**config.mk**
```make
export PLATFORM = sky130hd
export DESIGN_NAME = wb_decoder
export DESIGN_NICKNAME = d
export VERILOG_FILES = /design/src/verilog/soc_pkg.sv /design/src/verilog/wb_decoder.sv
export SDC_FILE = /design/constraint.sdc
export NUM_CORES = 1
export LEC_CHECK = 0
export BUFFER_PORTS_ARGS = -buffer_cell sky130_fd_sc_hd__buf_2
export CAP_MARGIN = 10
export CORE_AREA = 2 2 124 126
export DETAILED_ROUTE_END_ITERATION = 10
export DIE_AREA = 0 0 126 128
export SLEW_MARGIN = 40
export SYNTH_ARGS = -nofsm -noshare
export SYNTH_HDL_FRONTEND = slang
export SYNTH_SLANG_ARGS = --single-unit
```
**constraint.sdc**
```tcl
create_clock -name sys_clk -period 2 [get_ports sys_clk]
set_clock_uncertainty 0.1 [all_clocks]
set_input_delay 0.3 -clock sys_clk [delete_from_list [all_inputs] [get_ports sys_clk]]
set_output_delay 0.3 -clock sys_clk [all_outputs]
set_load 0.1 [all_outputs]
```
**src/verilog/soc_pkg.sv**
```systemverilog
`default_nettype none

package soc_pkg;

    // bus geometry
    localparam int ADDR_W = 32;
    localparam int DATA_W = 32;
    localparam int SEL_W  = DATA_W / 8;

    // address map, 16 regions of 256 MB each
    localparam int REGION_LSB = 28;
    localparam logic [ADDR_W-REGION_LSB-1:0] REGION_RAM = 4'h0;  // stands in for ddr
    localparam logic [ADDR_W-REGION_LSB-1:0] REGION_LED = 4'h2;

    // word ram, index taken from adr[9:2]
    localparam int RAM_WORDS = 256;
    localparam int RAM_AW    = $clog2(RAM_WORDS);

    localparam int N_MASTERS = 2;

    // status display
    localparam int STATUS_ENTRIES = 8;
    localparam int STATUS_IDX_W   = $clog2(STATUS_ENTRIES);

    // entries 4..7, entry 4 is element 0
    localparam logic [3:0][7:0] STATUS_PATTERNS = {
        8'h0F,
        8'hF0,
        8'h55,
        8'hAA
    };

    // master to slave, wishbone classic
    typedef struct packed {
        logic              cyc;
        logic              stb;
        logic              we;
        logic [ADDR_W-1:0] adr;
        logic [DATA_W-1:0] dat;
        logic [SEL_W-1:0]  sel;
    } wb_req_t;

    // slave to master
    typedef struct packed {
        logic              ack;
        logic              err;
        logic [DATA_W-1:0] dat;  // valid with ack on reads
    } wb_rsp_t;

endpackage

`default_nettype wire

```
**src/verilog/wb_decoder.sv**
```systemverilog
`default_nettype none

module wb_decoder (
    input  wire logic             sys_clk,
    input  wire logic             rst,
    input  wire soc_pkg::wb_req_t bus_req,
    output soc_pkg::wb_rsp_t      bus_rsp,
    output soc_pkg::wb_req_t      ram_req,
    output soc_pkg::wb_req_t      led_req,
    input  wire soc_pkg::wb_rsp_t ram_rsp,
    input  wire soc_pkg::wb_rsp_t led_rsp
);
    import soc_pkg::*;

    logic [ADDR_W-REGION_LSB-1:0] region;
    logic                         hit_ram;
    logic                         hit_led;
    logic                         err_q;

    assign region  = bus_req.adr[ADDR_W-1:REGION_LSB];
    assign hit_ram = (region == REGION_RAM);
    assign hit_led = (region == REGION_LED);

    // strobe only reaches the addressed slave
    always_comb begin
        ram_req     = bus_req;
        led_req     = bus_req;
        ram_req.stb = bus_req.stb & hit_ram;
        led_req.stb = bus_req.stb & hit_led;
    end

    // unmapped regions end with err, same timing as a slave ack
    always_ff @(posedge sys_clk) begin
        if (rst) begin
            err_q <= 1'b0;
        end else begin
            err_q <= bus_req.cyc & bus_req.stb & ~hit_ram & ~hit_led & ~err_q;
        end
    end

    always_comb begin
        bus_rsp.ack = ram_rsp.ack | led_rsp.ack;
        bus_rsp.err = err_q | ram_rsp.err | led_rsp.err;
        if (ram_rsp.ack) begin
            bus_rsp.dat = ram_rsp.dat;
        end else if (led_rsp.ack) begin
            bus_rsp.dat = led_rsp.dat;
        end else begin
            bus_rsp.dat = '0;  // err carries no data
        end
    end

    a_ack_err_excl: assert property (
        @(posedge sys_clk) disable iff (rst)
        !(bus_rsp.ack && bus_rsp.err)
    );

endmodule

`default_nettype wire

```
Word level (Yosys, flattened, before mapping)
Index checks and enable logic that the tools add are counted.

Bitwise operators: 12. Reductions and logical operators: 1. Multiplexer cells: 2. Eq/ne operators: 1.

Operators with widths (number): 2-to-1 mux 32 bit (2); AND 1 bit (6); == test 4 x 2 -> 1 bit (second input constant) (1); logical NOT 4 bit (1); inverter 1 bit (3); bitwise OR 1 bit (3).

Output and inout port bits: 176. Flip-flop bits (word level): 1. Input bits: 141. Word-level logic and storage cells: 17.

Depth between registers and ports, before layout
Depth in word-level cells: 5. Gate-level depth with buffers: 4. Gate-level depth less buffers: 2.

Least setup slack after synthesis
OpenSTA, ideal clock, no wires.

Path type: input to output. Start: input port ram_rsp[33] (netlist bit). End: output port bus_rsp[23] (netlist bit). Data required time: 1.600 ns. Arrival time: 1.944 ns. Stages on the path: 3. Path buffers: 2. Path slack: -0.344 ns. Path through: buf_6 buf_2 o21ai_1.

RTL lines: from (decl) (RTL line wb_decoder.sv:10) `input wire soc_pkg::wb_rsp_t ram_rsp,`; to (decl) (RTL line wb_decoder.sv:7) `output soc_pkg::wb_rsp_t bus_rsp,`.

==> results by group <==
Floorplan
  – Cell Rows: 45
  – Initial core utilization: 0.0992
  – Width of the die: approximately 130 um
  – Die area: between 15000 and 20000 um^2
  – Die height: between 100 and 150 um
  – Core Region: 14900 um^2
  – Ports: 317

Finish
  – # diodes: 0
  – Multi-input gate area: approximately 340 um^2
  – Top Registers: err_q (1)
  – Final core utilization: 0.118
  – Biggest register: err_q
  – Share of cells above drive strength 1: 0.747
  – Finished Cell Area: about 1800 um^2
  – Layout net count: about 310
  – Area overhead of the layout relative to synthesis: 19.3%
  – Seq. cell area: around 20 um^2
  – Filler cells: 1733
  – Max reg flops: 1

Clocking
  – Worst skew pair latency: 0 ns
  – Reg clk slew, reported paths: 0 ns
  – Hold_buf cts: 0
  – Post-CTS setup buffer count: 0
  – Cts repair resizes: 0

STA
  – Final setup viols: 0
  – Final Cycle Share: 0.817
  – Final Hold Fails: 0
  – Unrepaired setup endpoints after global routing: no
  – Slew @ Worst Pin: 0.488 ns
  – Max Slew Vio Count: 0
  – Achievable clock frequency: between 600 and 700 MHz
  – Slew HR: 0.677
  – Minimum clock period: 1.63 ns

Setup path
  – Critical path's top delay family: buffers and inverters
  – Slowest-stage cell, CP: a22o_1
  – CP Launch Type: input port
  – CP peak stage delay: approximately 0.27 ns
  – Worst EP required: approximately 1.6 ns
  – Largest fanout on the critical path: 14
  – Crit path cell chain: buf_2 -> nor2b_4 -> buf_4 -> a22o_1 -> buf_12
  – Critical path class: input port to primary output
  – CP bufs+invs: 3
  – Critical Path AT: ~1.2 ns
  – CP Capture Type: primary output

Global route
  – GR Util All Layers: 0.0507
  – Total grt overflow: 0
  – Vias in the first global route: between 1000 and 1500
  – Initial antenna violation count: 0
  – Largest net degree at the start of global routing: 19
  – First-pass GRT wire length: 6290 um

Synth
  – Synth unique cells: 14
  – Syn Std Cell Area: between 1000 and 1500 um^2
  – Cell type with the highest aggregate area in the netlist: buf_4
  – Syn nets: 333
  – Cells after Synth: approximately 190
  – Async SR Flop Fraction: 0
  – Top-count cell post-synth: buf_4
  – Post-synth EDFFs: 0
  – Ys flop type: dfxtp_1
  – Syn Area/Cell: around 7.7 um^2
  – Synth warn: 0
  – Share of the synthesized area in the top cell type: 0.712
  – Seq cells post-synth: 1
  – Top cells by area, synth: buf_4 (71%), a22o_1 (18%), buf_6 (3.1%)
  – Sequential share of the synthesized area: 0.0136
  – Top cells by count, synth: buf_4 (140), a22o_1 (30), nand2_1 (5)

Pwr
  – Sw frac: 0.649
  – Register share of total power: 0.024
  – P per Cell Area: 508 nW/um^2
  – Clock power share: 0
  – Combinational power share: 0.976
  – VDD IR max: 0.171 mV
  – Total power: about 890 uW
  – Internal: roughly 310 uW
  – P_sw: around 580 uW
  – P_leak: around 0.83 nW

Hold path
  – Hold Path Class: flop to flop

Run status
  – Outcome: finished, final reports clean

Placed design
  – DP Wirelength: 4120 um
  – Buffers on Ports: 121
  – Dpl cell area: about 1800 um^2
  – RePlAce Congestion: 0.721

Run
  – Max-Cap Viols: 0

Routing
  – WL/cell: between 10 and 15 um
  – Post-DRT Antenna Nets: 0
  – Final WL: around 4700 um
  – Drt drc: 0
  – Vias: just over 1000
  – Vias/cell: 2.86
  – Drt first pass iters: 4
  – DRT iter0 DRCs: just over 60
layout by cell type, fill, tap and decap left out:
master    n
a22o_1   30
and3_1    1
and3b_1   1
buf_12   35
buf_2    86
buf_4     4
dfxtp_1   1
nand2_1   5
nor2b_4   1
nor3_1    1
nor4_1    1
o21ai_1   2
or2_2     1
or3_1     1
metal layers:
layer  vias to the layer above  share of wire  GRT usage
met3                        70           0.16     0.0238
li1                        455              -          -
met5                         -              0          0
met1                       386           0.31     0.0493
met2                       114           0.39     0.0699
met4                         0           0.14     0.0672
kinds of logic (layout without fill, tap and decap cells):
family          Yosys count  count (layout)  share of synthesized area
compound gates           32              32                      0.185
buf+inv                 147             125                      0.753
flops                     1               1                     0.0136
simple gates             12              12                     0.0484
layout make-up:
cell class                 count  share of cell area
timing repair buffer         125               0.660
tap                          188               0.134
multi-input combinational     44               0.195
sequential                     1              0.0114
power by group through the flow:
stage / clock (mW) / combinational [mW] / sequential, mW
floorplan: 0 / 1.78 / 0.0214
global placement: 0 / 0.878 / 0.0219
detailed placement: 0 / 0.877 / 0.0219
CTS: 0 / 0.878 / 0.0219
global route: 0 / 0.896 / 0.0221
finish: 0 / 0.872 / 0.0218
per-stage QoR:
stage	instances	TNS, ns	setup slack, ns	hold slack, ns
after detailed placement	358	0	0.293	0.370
after floorplan	192	-0.689	-0.344	0.276
after CTS	358	0	0.293	0.369
after global placement	358	0	0.287	0.362
after global routing	358	0	0.283	0.384
final	358	0	0.365	0.340
worst paths after layout:
path | startpoint | endpoint | slack (ns) | depth (start not counted)
setup / recovery | led_rsp[33] | bus_rsp[12] | 0.37 | 5
hold / removal | err_q | err_q | 0.34 | 1
setup reg to reg | err_q | err_q | 1.25 | 1
hold reg to reg | err_q | err_q | 0.34 | 1
(Power assumes the default switching activity.)
