==> src/verilog/soc_pkg.sv <==
`default_nettype none

package soc_pkg;

    // bus geometry
    localparam int ADDR_W = 32;
    localparam int DATA_W = 32;
    localparam int SEL_W  = DATA_W / 8;

    // address map, 16 regions of 256 MB each
    localparam int REGION_LSB = 28;
    localparam logic [ADDR_W-REGION_LSB-1:0] REGION_RAM = 4'h0;  // stands in for ddr
    localparam logic [ADDR_W-REGION_LSB-1:0] REGION_LED = 4'h2;

    // word ram, index taken from adr[9:2]
    localparam int RAM_WORDS = 256;
    localparam int RAM_AW    = $clog2(RAM_WORDS);

    localparam int N_MASTERS = 2;

    // status display
    localparam int STATUS_ENTRIES = 8;
    localparam int STATUS_IDX_W   = $clog2(STATUS_ENTRIES);

    // entries 4..7, entry 4 is element 0
    localparam logic [3:0][7:0] STATUS_PATTERNS = {
        8'h0F,
        8'hF0,
        8'h55,
        8'hAA
    };

    // master to slave, wishbone classic
    typedef struct packed {
        logic              cyc;
        logic              stb;
        logic              we;
        logic [ADDR_W-1:0] adr;
        logic [DATA_W-1:0] dat;
        logic [SEL_W-1:0]  sel;
    } wb_req_t;

    // slave to master
    typedef struct packed {
        logic              ack;
        logic              err;
        logic [DATA_W-1:0] dat;  // valid with ack on reads
    } wb_rsp_t;

endpackage

`default_nettype wire

==> src/verilog/wb_arbiter.sv <==
`default_nettype none

module wb_arbiter (
    input  wire logic             sys_clk,
    input  wire logic             rst,
    input  wire soc_pkg::wb_req_t m0_req,
    input  wire soc_pkg::wb_req_t m1_req,
    output soc_pkg::wb_rsp_t      m0_rsp,
    output soc_pkg::wb_rsp_t      m1_rsp,
    output soc_pkg::wb_req_t      bus_req,
    input  wire soc_pkg::wb_rsp_t bus_rsp
);
    import soc_pkg::*;

    logic [N_MASTERS-1:0] gnt;        // one-hot, zero when idle
    logic                 last_owner; // index of the master that held the bus last
    logic [N_MASTERS-1:0] cyc_vec;
    logic                 owner_cyc;

    assign cyc_vec   = {m1_req.cyc, m0_req.cyc};
    assign owner_cyc = |(gnt & cyc_vec);

    always_ff @(posedge sys_clk) begin
        if (rst) begin
            gnt        <= '0;
            last_owner <= 1'b1;  // so m0 wins the first tie
        end else if (gnt == '0) begin
            if (cyc_vec[0] && (!cyc_vec[1] || last_owner)) begin
                gnt <= 2'b01;
            end else if (cyc_vec[1]) begin
                gnt <= 2'b10;
            end
        end else if (!owner_cyc) begin
            // owner dropped cyc, free the bus
            gnt        <= '0;
            last_owner <= gnt[1];
        end
    end

    // forward the owner's request, nothing when idle
    always_comb begin
        if (gnt[1]) begin
            bus_req = m1_req;
        end else begin
            bus_req = m0_req;
        end
        if (gnt == '0) begin
            bus_req.cyc = 1'b0;
            bus_req.stb = 1'b0;
        end
    end

    // response only to the owner
    always_comb begin
        m0_rsp = '0;
        m1_rsp = '0;
        if (gnt[0]) begin
            m0_rsp = bus_rsp;
        end
        if (gnt[1]) begin
            m1_rsp = bus_rsp;
        end
    end

    a_gnt_onehot: assert property (
        @(posedge sys_clk) disable iff (rst)
        $onehot0(gnt)
    );

    // no handover in the middle of a cycle
    a_gnt_held: assert property (
        @(posedge sys_clk) disable iff (rst)
        owner_cyc |=> $stable(gnt)
    );

endmodule

`default_nettype wire

==> config.mk <==
export PLATFORM = sky130hd
export DESIGN_NAME = wb_arbiter
export DESIGN_NICKNAME = d
export VERILOG_FILES = /design/src/verilog/soc_pkg.sv /design/src/verilog/wb_arbiter.sv
export SDC_FILE = /design/constraint.sdc
export NUM_CORES = 1
export LEC_CHECK = 0
export ABC_AREA = 1
export BUFFER_PORTS_ARGS = -buffer_cell sky130_fd_sc_hd__buf_2
export CAP_MARGIN = 0
export CORE_AREA = 2 2 121 123
export CTS_CLUSTER_SIZE = 40
export DETAILED_ROUTE_END_ITERATION = 12
export DIE_AREA = 0 0 123 125
export PLACE_DENSITY = 0.46
export SLEW_MARGIN = 20
export SYNTH_ARGS = -nofsm -noshare
export SYNTH_HDL_FRONTEND = slang
export SYNTH_SLANG_ARGS = --single-unit
==> constraint.sdc <==
create_clock -name sys_clk -period 1.4 [get_ports sys_clk]
set_input_delay 0.14 -clock sys_clk [delete_from_list [all_inputs] [get_ports sys_clk]]
set_output_delay 0.14 -clock sys_clk [all_outputs]
set_load 0.01 [all_outputs]
### Word level (Yosys, flattened, before mapping)

Cells that the tools add are included.

| cells by class | value |
|---|---|
| eq/ne operators | 2 |
| multiplexer cells | 8 |
| bitwise logic cells | 3 |
| reduce and logical (&&, ||, !) cells | 7 |

Operators by type and width:

| kind | number |
|---|---|
| 71-bit two-way mux | 1 |
| 34-bit two-way mux | 2 |
| 2-bit two-way mux | 5 |
| 2-bit AND reduction | 2 |
| 3-bit != test, second input constant | 1 |
| 2-bit AND | 1 |
| 2-bit zero test | 1 |
| 2-bit by 1-bit != test with 1-bit output, second input constant | 1 |
| 1-bit inverter | 2 |
| 2-bit OR reduction | 1 |
| 1-bit logical AND | 1 |
| 1-bit zero test | 1 |
| 1-bit logical OR | 1 |

| word-level totals | value |
|---|---|
| register bits | 3 |
| input bits | 178 |
| output and inout bits | 139 |
| word-level logic and storage cells | 22 |

### Logic depth before layout (Yosys ltp)

Gate-level depths: netlist (run 1).

| logic depth | value |
|---|---|
| depth after elaboration | 5 |
| gate-level depth with buffers | 6 |
| mapped depth without buffers | 5 |

### Worst setup path before layout (run 1)

No wires, ideal clock.

| timing | value |
|---|---|
| path kind | flip-flop to output port |
| from | reg gnt[1] |
| to | out bus_req[69] (netlist bit) |
| arrival | 0.839 ns |
| required time | 1.260 ns |
| slack | 0.421 ns |
| stages on the path, launching flop included | 6 |
| path buffers | 2 |
| cells stage by stage | dfxtp_1 buf_6 inv_4 buf_4 nor2_1 nor2_1 |

RTL lines:

| element | RTL line | source |
|---|---|---|
| from (decl) | wb_arbiter.sv:15 | `logic [N_MASTERS-1:0] gnt;` |
| from (signal assigned) | wb_arbiter.sv:25 | `gnt <= '0;` |
| from (signal assigned) | wb_arbiter.sv:29 | `gnt <= 2'b01;` |
| from (signal assigned) | wb_arbiter.sv:31 | `gnt <= 2'b10;` |
| to (decl) | wb_arbiter.sv:10 | `output soc_pkg::wb_req_t bus_req,` |

==> results.toml, run 1 <==
[status]
outcome = "finished clean"

[detailed_routing]
antenna_left = 0
vias = 3198
vias_per_cell = 3.61
drt_iter0_markers = 128
finalWirelength_mm = 9.65
drt-wirelength-per-cell_um = 10.9
drc = 0
dr.pass1.iters = 4

[yosys]
ys_ff_latch = 3
syn_area_mm2 = 0.00160
yosys.area.top_type = "nand2_1"
synth_area_per_cell_um2 = 4.09
netlist.area_leader.share = 0.659
synth_top_cells_by_area = "nand2_1 66%, inv_1 17%, buf_2 4.7%"
synth_cells = 392
yosys_warnings = 0
synth-seq-area-share = 0.0375
ys_types = 15
syn-num-nets = 570

[finish]
fillers = 1669
seqCellArea_um2 = 63.8
diodes = 0
layout-drive-gt1-share = 0.481
final_design_area_no_fill_mm2 = 0.00359
stdcell_count = 887
multi_input_area_mm2 = 0.00112
nets = 882
syn2layout_area_growth_pct = 124

[global_routing]
grt_pass1_vias = 2808
grt_max_degree = 58
grt_use_total = 0.109
antenna_found_initial = 0
grt_pass1_wl_mm = 13.4
grt-ovfl-total = 0

[sta]
worst_pin_slew_ns = 0.255
rsz0062_at_grt = "yes"
fmax_ghz = 0.716
skew_ns = 0.00122
max_slew_margin = 0.830
maxSlewViolCount = 0
hold_viol = 0
setup_viol = 0
fin_crit_sh = 0.997
min_period_ns = 1.40

[die]
dieArea_mm2 = 0.0154
die_h_um = 125
die_w_um = 123
core_area_mm2 = 0.0142
initial_utilization = 0.113
io_pins = 317
num_rows = 44

[pwr]
p_total_uw = 2330
p_per_area_mw_per_mm2 = 647
vdd_drop_max_mv = 0.435
power.leakage_uw = 0.00289

[cts]
cts_num_sinks = 3
clock_tree.buffer_depth = 2
numCtsBuffers = 3
cts_tree = "yes"
postCtsHoldBufs = 0
cts_root_buf = "clkbuf_16"
worstSkewPairLatency_ns = 0.22
h-tree-depth = 1
path_clk_slew_ns = 0.03

[min_path]
whs_path_depth = 2
hold_path_class = "primary input to flip-flop"

[critical_path]
startpoint_type = "flip-flop"
criticalPathCategory = "flip-flop to output port"
crit_top_cell = "nand2_1"
critical_path_required_ns = 1.26
slowest_delay_ns = 0.42
regToRegSetupSlack_ns = 0.21
cp_top_family = "flip-flops"
end_kind = "output port"
cp.buffers_inverters = 2
arrival_ns = 1.26
r2r_cells = 6
cp_num_cells = 4
cp_cell_sequence = "buf_16 -> nand2_1 -> nand2_1 -> buf_2"
slowest_stage = "dfxtp_4"
worst-path-max-fanout = 57

[place]
portBuffers = 316
dpl-instance-area_mm2 = 0.00339
dp_hpwl_mm = 7.61
dp_cells = 876
place.gp.congestion = 0.770

[run]
maxCapViolCount = 0
[Yosys cell counts]
cell type and n:
buf_2 15, nand2_1 281, inv_4 1, nand3_1 1, inv_1 72, inv_2 1
buf_6 2, o211ai_1 2, o21ai_0 1, a21oi_1 3, nor2_1 2, dfxtp_1 3
buf_4 6, nand3_2 1, nand2_2 1
[sequential cells by signal, summed over array words and instances (netlist names)]
signal	cells
gnt	2
last_owner	1
[repair_timing]
action,4_1_cts,5_1_grt
endpoints found under the hold margin,0,0
setup buffers,0,4
cloned,1,2
pin swaps,0,0
endpoints found under the setup margin,2,48
resized for setup,1,2
[logic make-up (layout without fill, tap and decap cells)]
logic type / after synthesis / count (layout) / synth area share
buffers and inverters: 97 / 408 / 0.264
AOI/OAI and AO/OA: 6 / 6 / 0.0219
DFF: 3 / 3 / 0.0375
and+or+nand+nor: 286 / 286 / 0.677
[per-stage QoR]
step,hold WS (ns),TNS (ns),util,setup slack [ns]
5_1_grt,0.139,-0.605,0.253,-0.0488
6_report,0.130,0,0.253,0.00413
3_3_place_gp,0.377,0,0.239,0.169
4_1_cts,0.136,-0.0257,0.246,-0.0180
2_1_floorplan,0.209,0,-,0.421
3_5_place_dp,0.367,0,0.239,0.161
[power by group]
| group | switching (uW) | internal [uW] |
|---|---|---|
| combinational | 965 | 785 |
| sequential | 22.5 | 101 |
| clock | 76.5 | 376 |
| total | 1060 | 1260 |
[per-layer routing]
| metal | GRT usage | part of all wire | routed length, um | vias up |
|---|---|---|---|---|
| met5 | 0 | 0 | 0 | - |
| met4 | 0.00802 | 0.0025 | 24 | 0 |
| met3 | 0.0274 | 0.10 | 981 | 2 |
| met2 | 0.216 | 0.51 | 4900 | 188 |
| met1 | 0.118 | 0.39 | 3740 | 1293 |
| li1 | - | - | - | 1715 |
[path summary, 6_finish.rpt]
kind,startpoint,endpoint
setup / recovery,gnt[1]$_SDFFE_PP0P_,bus_req[68]
hold / removal,rst,gnt[1]$_SDFFE_PP0P_
setup reg to reg,gnt[1]$_SDFFE_PP0P_,gnt[1]$_SDFFE_PP0P_
hold reg to reg,last_owner$_SDFFE_PP1P_,last_owner$_SDFFE_PP1P_
[cell usage in the layout (no fill, tap or decap), types with 2 or more instances in the layout]
| master | count |
|---|---|
| a21oi_1 | 3 |
| buf_12 | 4 |
| buf_2 | 316 |
| buf_4 | 6 |
| clkbuf_16 | 5 |
| dfxtp_1 | 2 |
| inv_1 | 72 |
| nand2_1 | 281 |
| nor2_1 | 2 |
| o211ai_1 | 2 |
[cell type report]
class / count / area share
Sequential cell: 3 / 0.0178
Inverter: 74 / 0.0787
Clock buffer: 4 / 0.0220
Multi-Input combinational cell: 292 / 0.311
Tap cell: 184 / 0.0641
Timing Repair Buffer: 330 / 0.506
Power figures use the tool's default switching activity.
==> run 2, diff against run 1 <==
--- a/config.mk
+++ b/config.mk
@@ -8,11 +8,12 @@
 export ABC_AREA = 1
 export BUFFER_PORTS_ARGS = -buffer_cell sky130_fd_sc_hd__buf_2
 export CAP_MARGIN = 0
-export CORE_AREA = 2 2 121 123
+export CORE_AREA = 5 5 121 123
 export CTS_CLUSTER_SIZE = 40
 export DETAILED_ROUTE_END_ITERATION = 12
-export DIE_AREA = 0 0 123 125
-export PLACE_DENSITY = 0.46
+export DIE_AREA = 0 0 126 128
+export MAX_ROUTING_LAYER = met4
+export PLACE_DENSITY = 0.48
 export SLEW_MARGIN = 20
 export SYNTH_ARGS = -nofsm -noshare
 export SYNTH_HDL_FRONTEND = slang
==> results.toml, run 2 (synthesis results as in run 1) <==
[sta]
fmax_ghz = 0.744
holdWs_ns = 0.111
tns_ns = 0
hold_viol = 0
min_period_ns = 1.34
setup_viol = 0
rsz0062_at_grt = "yes"
fin_crit_sh = 0.960
skew_ns = 0.00220
worst_pin_slew_ns = 0.253
maxSlewViolCount = 0
max_slew_margin = 0.832

[min_path]
whs_path_depth = 2
hold_path_class = "primary input to flip-flop"

[cts]
numCtsBuffers = 3
clock_tree.buffer_depth = 2
post_cts_buffers = 0
cts_root_buf = "clkbuf_16"
cts_tree = "yes"
path_clk_slew_ns = 0.03
h-tree-depth = 1
worstSkewPairLatency_ns = 0.22
postCtsHoldBufs = 0
cts_num_sinks = 3

[finish]
nets = 873
seqCellArea_um2 = 63.8
diodes = 0
regMostFlops = "gnt"
fillers = 1631
final_cell_mix = "316 x buf_2, 280 x nand2_1, 72 x inv_1, 4 x buf_12"
multi_input_area_mm2 = 0.00112
layout-drive-gt1-share = 0.476
largest_register_ffs = 2
largestRegisters = "gnt (2), last_owner (1)"
final_common_cell = "buf_2"
syn2layout_area_growth_pct = 116

[global_routing]
antenna_found_initial = 0
grt_pass1_vias = 3017
grt_use_total = 0.107
grt_max_degree = 58
grt-ovfl-total = 0
grt_pass1_wl_mm = 14.1

[place]
place.gp.congestion = 0.826
dp_hpwl_mm = 8.24
portBuffers = 316

[die]
initial_utilization = 0.118
num_rows = 43
die_w_um = 126
core_area_mm2 = 0.0136
dieArea_mm2 = 0.0161
io_pins = 317
die_h_um = 128

[detailed_routing]
dr.pass1.iters = 4
antenna_left = 0
vias_per_cell = 3.67
vias = 3210
drt-wirelength-per-cell_um = 10.8
drt_iter0_markers = 109
drc = 0
finalWirelength_mm = 9.48

[critical_path]
r2r_cells = 6
slowest_stage = "dfxtp_4"
cp_cell_sequence = "buf_12 -> a21oi_1 -> nor2_1 -> buf_2"
criticalPathCategory = "flip-flop to output port"
cp.buffers_inverters = 2
arrival_ns = 1.20
cp_num_cells = 4
slowest_delay_ns = 0.40
startpoint_type = "flip-flop"
critical_path_required_ns = 1.26
worst-path-max-fanout = 57
end_kind = "output port"
cp_top_family = "flip-flops"

[pwr]
power.leakage_uw = 0.00282
vdd_drop_max_mv = 0.286
p_per_area_mw_per_mm2 = 638

[status]
outcome = "finished clean"

[run]
maxCapViolCount = 0
## run 2: what timing repair did
action / in CTS / in global routing
endpoints found under the setup margin: 1 / 11
hold endpoints to repair: 0 / 0
pin swaps: 0 / 0
gates resized for setup: 1 / 2
## run 2: layer usage
metal | wire length, um | track usage | vias up
met1 | 3570 | 0.116 | 1311
met5 | 0 | - | -
met3 | 1070 | 0.0279 | 10
met4 | 159 | 0.0265 | 0
li1 | - | - | 1696
met2 | 4680 | 0.196 | 193
## run 2: worst paths after layout
check | start | end | slack, ns
setup / recovery | gnt[1]$_SDFFE_PP0P_ | bus_req[69] | 0.06
setup reg to reg | gnt[0]$_SDFFE_PP0P_ | last_owner$_SDFFE_PP1P_ | 0.27
hold reg to reg | last_owner$_SDFFE_PP1P_ | last_owner$_SDFFE_PP1P_ | 0.49
hold / removal | rst | gnt[1]$_SDFFE_PP0P_ | 0.11
## run 2: area by class of cell
class | count | area share
clock buffers | 4 | 0.0228
flip-flops and latches | 3 | 0.0184
well taps | 180 | 0.0651
multi-input cells | 292 | 0.324
repair buffers | 321 | 0.488
inverters | 74 | 0.0817
## run 2: stage by stage
stage	power, uW	util	instance area (um^2)	cells	setup slack [ns]
global placement	1790	0.249	3370	870	0.250
detailed placement	1780	0.249	3370	870	0.237
global route	2430	0.255	3460	874	-0.0255
floorplan	971	-	1600	392	0.421
CTS	2240	0.255	3450	874	0.0175
finish	2210	0.255	3460	874	0.0565
## run 2: power by group
| part | internal, uW | switching (uW) |
|---|---|---|
| combinational | 704 | 935 |
| sequential | 101 | 17.9 |
| clock | 375 | 73.5 |
| total | 1180 | 1030 |
