**src/verilog/soc_pkg.sv**
```systemverilog
`default_nettype none

package soc_pkg;

    // bus geometry
    localparam int ADDR_W = 32;
    localparam int DATA_W = 32;
    localparam int SEL_W  = DATA_W / 8;

    // address map, 16 regions of 256 MB each
    localparam int REGION_LSB = 28;
    localparam logic [ADDR_W-REGION_LSB-1:0] REGION_RAM = 4'h0;  // stands in for ddr
    localparam logic [ADDR_W-REGION_LSB-1:0] REGION_LED = 4'h2;

    // word ram, index taken from adr[9:2]
    localparam int RAM_WORDS = 256;
    localparam int RAM_AW    = $clog2(RAM_WORDS);

    localparam int N_MASTERS = 2;

    // status display
    localparam int STATUS_ENTRIES = 8;
    localparam int STATUS_IDX_W   = $clog2(STATUS_ENTRIES);

    // entries 4..7, entry 4 is element 0
    localparam logic [3:0][7:0] STATUS_PATTERNS = {
        8'h0F,
        8'hF0,
        8'h55,
        8'hAA
    };

    // master to slave, wishbone classic
    typedef struct packed {
        logic              cyc;
        logic              stb;
        logic              we;
        logic [ADDR_W-1:0] adr;
        logic [DATA_W-1:0] dat;
        logic [SEL_W-1:0]  sel;
    } wb_req_t;

    // slave to master
    typedef struct packed {
        logic              ack;
        logic              err;
        logic [DATA_W-1:0] dat;  // valid with ack on reads
    } wb_rsp_t;

endpackage

`default_nettype wire

```
**src/verilog/status_display.sv**
```systemverilog
`default_nettype none

module status_display (
    input  wire logic        sys_clk,
    input  wire logic        rst,
    input  wire logic        btn_up,
    input  wire logic        btn_down,
    input  wire logic [31:0] led_reg,
    output logic [7:0]       led8,
    output logic [3:0]       led4
);
    import soc_pkg::*;

    logic [1:0]              btn_q;   // {down, up}
    logic [1:0]              btn_qq;
    logic [1:0]              rise;
    logic [STATUS_IDX_W-1:0] idx;
    logic [7:0]              entry [STATUS_ENTRIES];

    always_ff @(posedge sys_clk) begin
        if (rst) begin
            btn_q  <= '0;
            btn_qq <= '0;
        end else begin
            btn_q  <= {btn_down, btn_up};
            btn_qq <= btn_q;
        end
    end

    assign rise = btn_q & ~btn_qq;

    // wraps both ways, both buttons at once cancel
    always_ff @(posedge sys_clk) begin
        if (rst) begin
            idx <= '0;
        end else if (rise[0] && !rise[1]) begin
            idx <= idx + STATUS_IDX_W'(1);
        end else if (rise[1] && !rise[0]) begin
            idx <= idx - STATUS_IDX_W'(1);
        end
    end

    // low half is the led register, high half fixed patterns
    always_comb begin
        for (int i = 0; i < 4; i++) begin
            entry[i]     = led_reg[8*i +: 8];
            entry[i + 4] = STATUS_PATTERNS[i];
        end
    end

    assign led8 = ~entry[idx];  // leds are active low
    assign led4 = 4'(idx);

endmodule

`default_nettype wire

```
**config.mk**
```make
export PLATFORM = sky130hd
export DESIGN_NAME = status_display
export DESIGN_NICKNAME = d
export VERILOG_FILES = /design/src/verilog/soc_pkg.sv /design/src/verilog/status_display.sv
export SDC_FILE = /design/constraint.sdc
export NUM_CORES = 1
export LEC_CHECK = 0
export BUFFER_PORTS_ARGS = -buffer_cell sky130_fd_sc_hd__clkbuf_2
export CORE_ASPECT_RATIO = 0.75
export CORE_MARGIN = 5
export CORE_UTILIZATION = 35
export CTS_CLUSTER_SIZE = 10
export DETAILED_ROUTE_END_ITERATION = 16
export GPL_ROUTABILITY_DRIVEN = 0
export HOLD_SLACK_MARGIN = 0.03
export PLACE_DENSITY = 0.74
export SLEW_MARGIN = 20
export SYNTH_ARGS = -nofsm -noshare
export SYNTH_HDL_FRONTEND = slang
export SYNTH_SLANG_ARGS = --single-unit
```
**constraint.sdc**
```tcl
create_clock -name sys_clk -period 1.58 [get_ports sys_clk]
set_clock_uncertainty 0.05 [all_clocks]
set_input_delay 0.158 -clock sys_clk [delete_from_list [all_inputs] [get_ports sys_clk]]
set_output_delay 0.158 -clock sys_clk [all_outputs]
set_load 0.1 [all_outputs]
```
-- After elaboration in Yosys (flattened, before gate mapping)
Index checks and enable logic that the tools add are counted.
- bitwise operators: 4
- muxes and demuxes: 5
- order comparisons: 1
- reduce and logical (&&, ||, !) cells: 5
- add/subtract/negate cells: 2
- operators with widths (operator ; count):
    binary-select mux 8 bit (select 3 bit) ; 1
    two-way mux 8 bit ; 2
    inverter 8 bit ; 1
    two-way mux 3 bit ; 2
    >= comparator 4 bit, second input constant ; 1
    inverter 3 -> 4 bit ; 1
    adder 3 x 1 -> 3 bit, second input constant ; 1
    subtractor 3 x 1 -> 3 bit, second input constant ; 1
    AND 2 bit ; 1
    logical AND 1 bit ; 2
    logical NOT 1 bit ; 2
    inverter 2 bit ; 1
    nonzero test 2 bit ; 1
- word-level logic and storage cells: 20
- input port bits: 36
- register bits after elaboration: 7
- output and inout port bits: 12

-- Longest topological paths before layout
Gate-level depths: netlist of the first run.
- depth in word-level cells: 6
- mapped depth: 7
- gate-level depth less buffers: 7

-- Least setup slack after synthesis of the first run
Ideal clock, no wire load.
- path type: reg2out
- start point: reg idx[1]
- end point: out led8[4]
- data arrival time: 4.172 ns
- buffers on the path: 1
- data required time: 1.372 ns
- slack: -2.800 ns
- stages on the path, launching flop included: 5
- cell sequence: dfxtp_1 > buf_2 > inv_1 > ha_1 > a222oi_1
- longest elaborated chain between the ends: 5
- RTL lines (element ; RTL line ; source):
    start, declared ; status_display.sv:17 ; logic [STATUS_IDX_W-1:0] idx;
    start signal, assigned ; status_display.sv:37 ; idx <= idx + STATUS_IDX_W'(1);
    start signal, assigned ; status_display.sv:39 ; idx <= idx - STATUS_IDX_W'(1);
    inverter 3 -> 4 bit (implied by the code) ; status_display.sv:51 ; assign led8 = ~entry[idx];
    binary-select mux 8 bit (select 3 bit) ; status_display.sv:51 ;
    two-way mux 8 bit (implied by the code) (2 in series) ; status_display.sv:51 ;
    inverter 8 bit ; status_display.sv:51 ;
    end, declared ; status_display.sv:9 ; output logic [7:0] led8,
Every way passes these cells. The select of a mux whose other input is x is not followed.

-- Worst setup path after layout of the first run
- start point: reg idx[0]
- end point: out led8[6]
Same word-level chain as after synthesis.

==> results of run 1 <==
final cells by class:
type	count	area, um^2
Sequential cell	7	153
Multi-Input combinational cell	54	596
Tap cell	22	27.5
Inverter	5	23.8
Fill cell	133	467
Timing Repair Buffer	54	432
Clock buffer	4	26.3
synth_stat cells (all sizes together):
cell,instances,area share (%)
xor2,2,2.8
o22ai,2,2.0
nand2b,1,0.98
dfxtp,7,22
o21ai,1,0.79
inv,5,2.9
nand2,4,2.4
mux2i,11,17
nor2b,6,5.9
a21oi,3,2.4
conb,1,0.59
or3,1,0.98
a222oi,2,3.1
buf,5,6.3
mux2,4,8.3
a22oi,2,2.4
a2bb2oi,2,2.8
nor3b,1,1.2
ha,3,5.9
nor2,5,2.9
a221o,2,3.1
fa,1,3.1
cell families (layout without fill, tap and decap cells):
kind of cell             count (synthesis)  in the layout  synth area share, %
other                                    1              1                0.589
AND/OR/NAND/NOR                         18             18                 14.3
AO/OA/AOI/OAI                           14             14                 16.5
adder cells (fa/ha/maj)                  4              4                 9.04
XOR/XNOR                                 2              2                 2.75
multiplexers                            15             15                 25.5
buffers and inverters                   10             63                 9.23
flip-flops                               7              7                 22.0
flip-flops by register name, indices dropped and copies added, names as in the netlist:
| register | count |
|---|---|
| btn_q | 2 |
| btn_qq | 2 |
| idx | 3 |
metal layers:
metal / part of all wire, % / track usage (%) / vias up
met5: 0 / 0 / -
met2: 56 / 33.6 / 33
li1: - / - / 362
met4: 1.8 / 6.79 / 0
met3: 7.7 / 2.20 / 6
met1: 34 / 17.1 / 342
critical path, stage by stage, from the launching register on:
cell	delay [ns]
dfxtp_4	0.42
mux2_4	0.31
a222oi_1	0.31
buf_4	0.19
buf_12	0.16
through the flow:
| stage | power (mW) | worst slack [ns] |
|---|---|---|
| after floorplan | 1.19 | -2.07 |
| after global routing | 1.93 | -0.312 |
| after global placement | 1.60 | -0.0904 |
| after CTS | 1.84 | -0.281 |
| final | 1.86 | -0.273 |
| after detailed placement | 1.63 | -0.285 |
power by group:
group | total (mW) | switching (mW) | internal [mW]
Sequential | 0.244 | 0.0455 | 0.199
Clock | 0.170 | 0.0731 | 0.0968
Combinational | 1.44 | 0.883 | 0.560
worst paths after layout:
check | start | end
hold / removal | btn_down | btn_q[1]$_SDFF_PP0_
setup reg to reg | btn_q[0]$_SDFF_PP0_ | idx[2]$_SDFFE_PP0P_
setup / recovery | idx[0]$_SDFFE_PP0P_ | led8[6]
hold reg to reg | btn_q[1]$_SDFF_PP0_ | btn_qq[1]$_SDFF_PP0_
repair_timing:
action / 4_1_cts / 5_1_grt
gates resized for setup: 9 / 4
endpoints found under the setup margin: 9 / 9
endpoints found under the hold margin: 0 / 0
setup buffers: 2 / 0
pin swaps: 4 / 3
==> summary.txt, run 1 <==
Clocking
  – Clk slew on worst S/H paths: about 0.050 ns
  – Hold Buf Count CTS: 0
  – Deepest clock path buffer count: 2
  – Insertion delay to the later sink of the worst-skew pair: 0.26 ns
  – CTS sink cnt: 7
  – Htree depth: 1
  – CTS Buf Count: 3
  – CTS tree: done
  – Clock root buffer: clkbuf_4

Placement
  – IO buf count: 46
  – Placed insts: between 100 and 150
  – DP HPWL: around 1.8 mm
  – Dpl cell area: 1150 um^2

Yosys
  – Post-synthesis net count: about 110
  – Register area share after synthesis: 22.0%
  – Gate Count Post-Synth: 71
  – Seq cells post-synth: 7
  – Synthesized area per cell: 8.97 um^2
  – Unique cell type count in the Yosys netlist: 25
  – Synthesized area: 637 um^2
  – Synth warn: 0

Timing
  – Setup TNS: -1.71 ns
  – Final period utilization: 117%
  – Relative slew slack: 64.2%
  – Final setup violation count: 9
  – Final worst slack: -0.273 ns
  – Fmax: about 540 MHz
  – Fin Hold WS: 0.0654 ns
  – RSZ-0062 raised after global routing: yes
  – Max-slew violation count: 0
  – Slew @ Worst Pin: ~0.54 ns
  – Final hold violation count: 0
  – Fin crit period: 1.85 ns

Flow run
  – Maxcap violations: 0

Routing
  – DRC: 0
  – Via total after detailed routing: 743
  – Vias per std cell: 5.09
  – Post-Route WL: around 2.2 mm
  – Starting DRT DRC Count: 14
  – DRT antenna net count: 0
  – Routed wire per std cell: 15.3 um
  – Number of iterations in the first detailed-routing pass: 4

Setup path
  – CP Launch Type: flop
  – CP max FO: 7
  – R2R depth: 7
  – Setup Crit Path Kind: reg2out
  – CP arrival: 1.65 ns
  – Setup slack on the worst flop-to-flop path: -0.18 ns
  – Crit path capture type: output pin
  – Worst Path Required: 1.37 ns

Layout
  – Final core occ: 72.9%
  – Commonest non-fill, non-tap cell in the layout: clkbuf_2
  – Share of post-route cells with drive strength above 1: 70.2%
  – Finished Cell Area: 1260 um^2
  – Non-Filler Instances: 146
  – Antenna diode count: 0
  – Commonest cells after routing, fill and taps aside: clkbuf_2, mux2i_1, buf_12
  – Area grow syn2layout: 97.4%
  – Fin nets: 165

Worst hold path
  – Worst min path class: in2reg
  – Hold path cells: 2

Die
  – Num ports: 48
  – Overall die height: about 47 um
  – # rows: 13
  – Die Wd: 59.3 um
  – Initial Util: a little under two fifths
  – Die area: 2780 um^2
  – CORE AREA: 1720 um^2

Global routing
  – Gr ovfl total: 0
  – Pin count of the biggest net entering global routing: 16
  – Initial antenna violation count: 0
  – Gr usage total: 16.5%
  – First-pass GRT wire length: 3.35 mm
  – Vias in the first global route: 744

Outcome
  – Violated checks: negative setup slack
  – Status: finished, violations left

Pwr
  – Peak supply drop: 0.978 mV
  – Power per cell area: 1480 nW/um^2
  – P_leak: approximately 0.58 nW
Power figures use the tool's default switching activity.
==> run 2, diff against run 1 <==
==> constraint.sdc (replaced) <==
create_clock -name sys_clk -period 1.58 [get_ports sys_clk]
set_clock_uncertainty 0.05 [all_clocks]
set_input_delay 0.237 -clock sys_clk [delete_from_list [all_inputs] [get_ports sys_clk]]
set_output_delay 0.237 -clock sys_clk [all_outputs]
set_load 0.1 [all_outputs]
==> summary.txt, run 2 (synthesis gave the netlist of run 1 again) <==
Setup path
  – CP Launch Type: flop
  – Worst Path Required: 1.29 ns
  – Crit path capture type: output pin
  – CP arrival: approximately 1.6 ns
  – Last element of the critical path: led8[6]
  – CP startpoint: idx[0]$_SDFFE_PP0P_
  – R2R depth: 7
  – R2R Path End: idx[2]$_SDFFE_PP0P_
  – CP max FO: 8
  – Worst r2r src: btn_q[0]$_SDFF_PP0_
  – Setup Crit Path Kind: reg2out
  – Setup slack on the worst flop-to-flop path: -0.12 ns

Routing
  – Post-Route WL: 2.37 mm
  – DRT antenna net count: 0
  – Vias per std cell: 4.96
  – Starting DRT DRC Count: 7
  – Via total after detailed routing: 764
  – Number of iterations in the first detailed-routing pass: 4
  – Routed wire per std cell: 15.4 um
  – DRC: 0

Layout
  – Non-Filler Instances: 154
  – Commonest cells after routing, fill and taps aside: clkbuf_2, buf_4, buf_12
  – Share of post-route cells with drive strength above 1: 78.0%
  – Most flops, register: idx
  – Area grow syn2layout: 122%
  – Fin nets: roughly 170
  – Commonest non-fill, non-tap cell in the layout: clkbuf_2
  – Max reg flops: 3
  – Antenna diode count: 0
  – Top Registers: idx: 3 flops, btn_q: 2 flops, btn_qq: 2 flops

Global routing
  – Pin count of the biggest net entering global routing: 16
  – First-pass GRT wire length: 3.54 mm
  – Vias in the first global route: around 790
  – Gr usage total: between 10% and 20%
  – Gr ovfl total: 0
  – Initial antenna violation count: 0

Placement
  – DP HPWL: 1.90 mm
  – IO buf count: 46
  – Placed insts: approximately 150
  – Post-place setup slack: -0.142 ns

Timing
  – Fmax: 530 MHz
  – Max-slew violation count: 0
  – RSZ-0062 raised after global routing: yes
  – Final hold violation count: 0
  – Final setup violation count: 9
  – Setup TNS: -2.23 ns
  – Fin crit period: 1.89 ns
  – Final period utilization: 119%
  – Fin Hold WS: roughly 0.15 ns
  – Final worst slack: -0.305 ns

Outcome
  – Violated checks: negative setup slack
  – Status: finished, violations left

Clocking
  – CTS sink cnt: 7
  – Clock root buffer: clkbuf_4
  – Deepest clock path buffer count: 2
  – Clk slew on worst S/H paths: 0.05 ns
  – Insertion delay to the later sink of the worst-skew pair: 0.26 ns
  – Htree depth: 1
  – CTS tree: done
  – CTS Buf Count: 3

Die
  – Overall die height: roughly 47 um
  – Die Wd: 59.3 um
  – # rows: 13
  – CORE AREA: 1720 um^2
  – Die area: 2780 um^2
  – Initial Util: around 37%
  – Num ports: 48

Worst hold path
  – Worst min path class: in2reg
  – Hold_sp: btn_up

Pwr
  – P_leak: around 0.63 nW
  – Peak supply drop: 0.984 mV
  – Power per cell area: 1390 nW/um^2
  – Final Total Pwr: just under 2 mW

Flow run
  – Maxcap violations: 0
-- run 2: changes by cell type in the layout (fill, tap and decap cells not counted), sizes merged --
cell | previous run | this run
buf | 18 | 27
clkbuf | 40 | 39
-- run 2: layer usage --
metal | global-route usage, % | up-vias | part of all wire (%)
li1 | - | 377 | -
met1 | 17.6 | 358 | 35
met2 | 36.2 | 25 | 58
met3 | 3.85 | 4 | 6.0
met4 | 6.79 | 0 | 1.1
met5 | 0 | - | 0
-- run 2: area by class of cell --
cell class,count,area (um^2)
Tap cell,22,27.5
Clock buffer,4,26.3
Multi-Input combinational cell,54,667
Timing Repair Buffer,62,518
Inverter,5,23.8
Sequential cell,7,153
Fill cell,109,309
-- run 2: how the worst min path moves through the flow --
stage                                 to  slack (ns)  cells after the start
finish               btn_q[0]$_SDFF_PP0_        0.15                      2
global route         btn_q[0]$_SDFF_PP0_        0.17                      2
CTS                  btn_q[1]$_SDFF_PP0_        0.13                      2
detailed placement  btn_qq[0]$_SDFF_PP0_        0.40                      1
global placement    btn_qq[0]$_SDFF_PP0_        0.40                      1
floorplan            idx[2]$_SDFFE_PP0P_        0.25                      1
-- run 2: metrics by stage --
stage,area [um^2],util [%]
final,1420,82.1
after global routing,1420,82.1
after CTS,1290,75.1
after detailed placement,1190,69.2
after global placement,1190,69.2
after floorplan,763,-
-- run 2: where the power goes --
part	leakage [nW]	internal (mW)	switching [mW]
sequential	0.0601	0.199	0.0469
clock	0.0150	0.0965	0.0684
combinational	0.559	0.646	0.912
total	0.635	0.942	1.03
-- run 2: worst max-delay path, cell delays in order, from the launching register on --
cell      delay (ns)
dfxtp_4         0.42
mux2_2          0.35
a222oi_1        0.24
buf_4           0.18
buf_12          0.16
-- run 2: what timing repair did --
action | 4_1_cts | 5_1_grt
pin swaps | 8 | 8
hold buffers | 0 | 0
setup buffers | 2 | 4
setup endpoints to repair | 9 | 9
gates resized for setup | 11 | 18
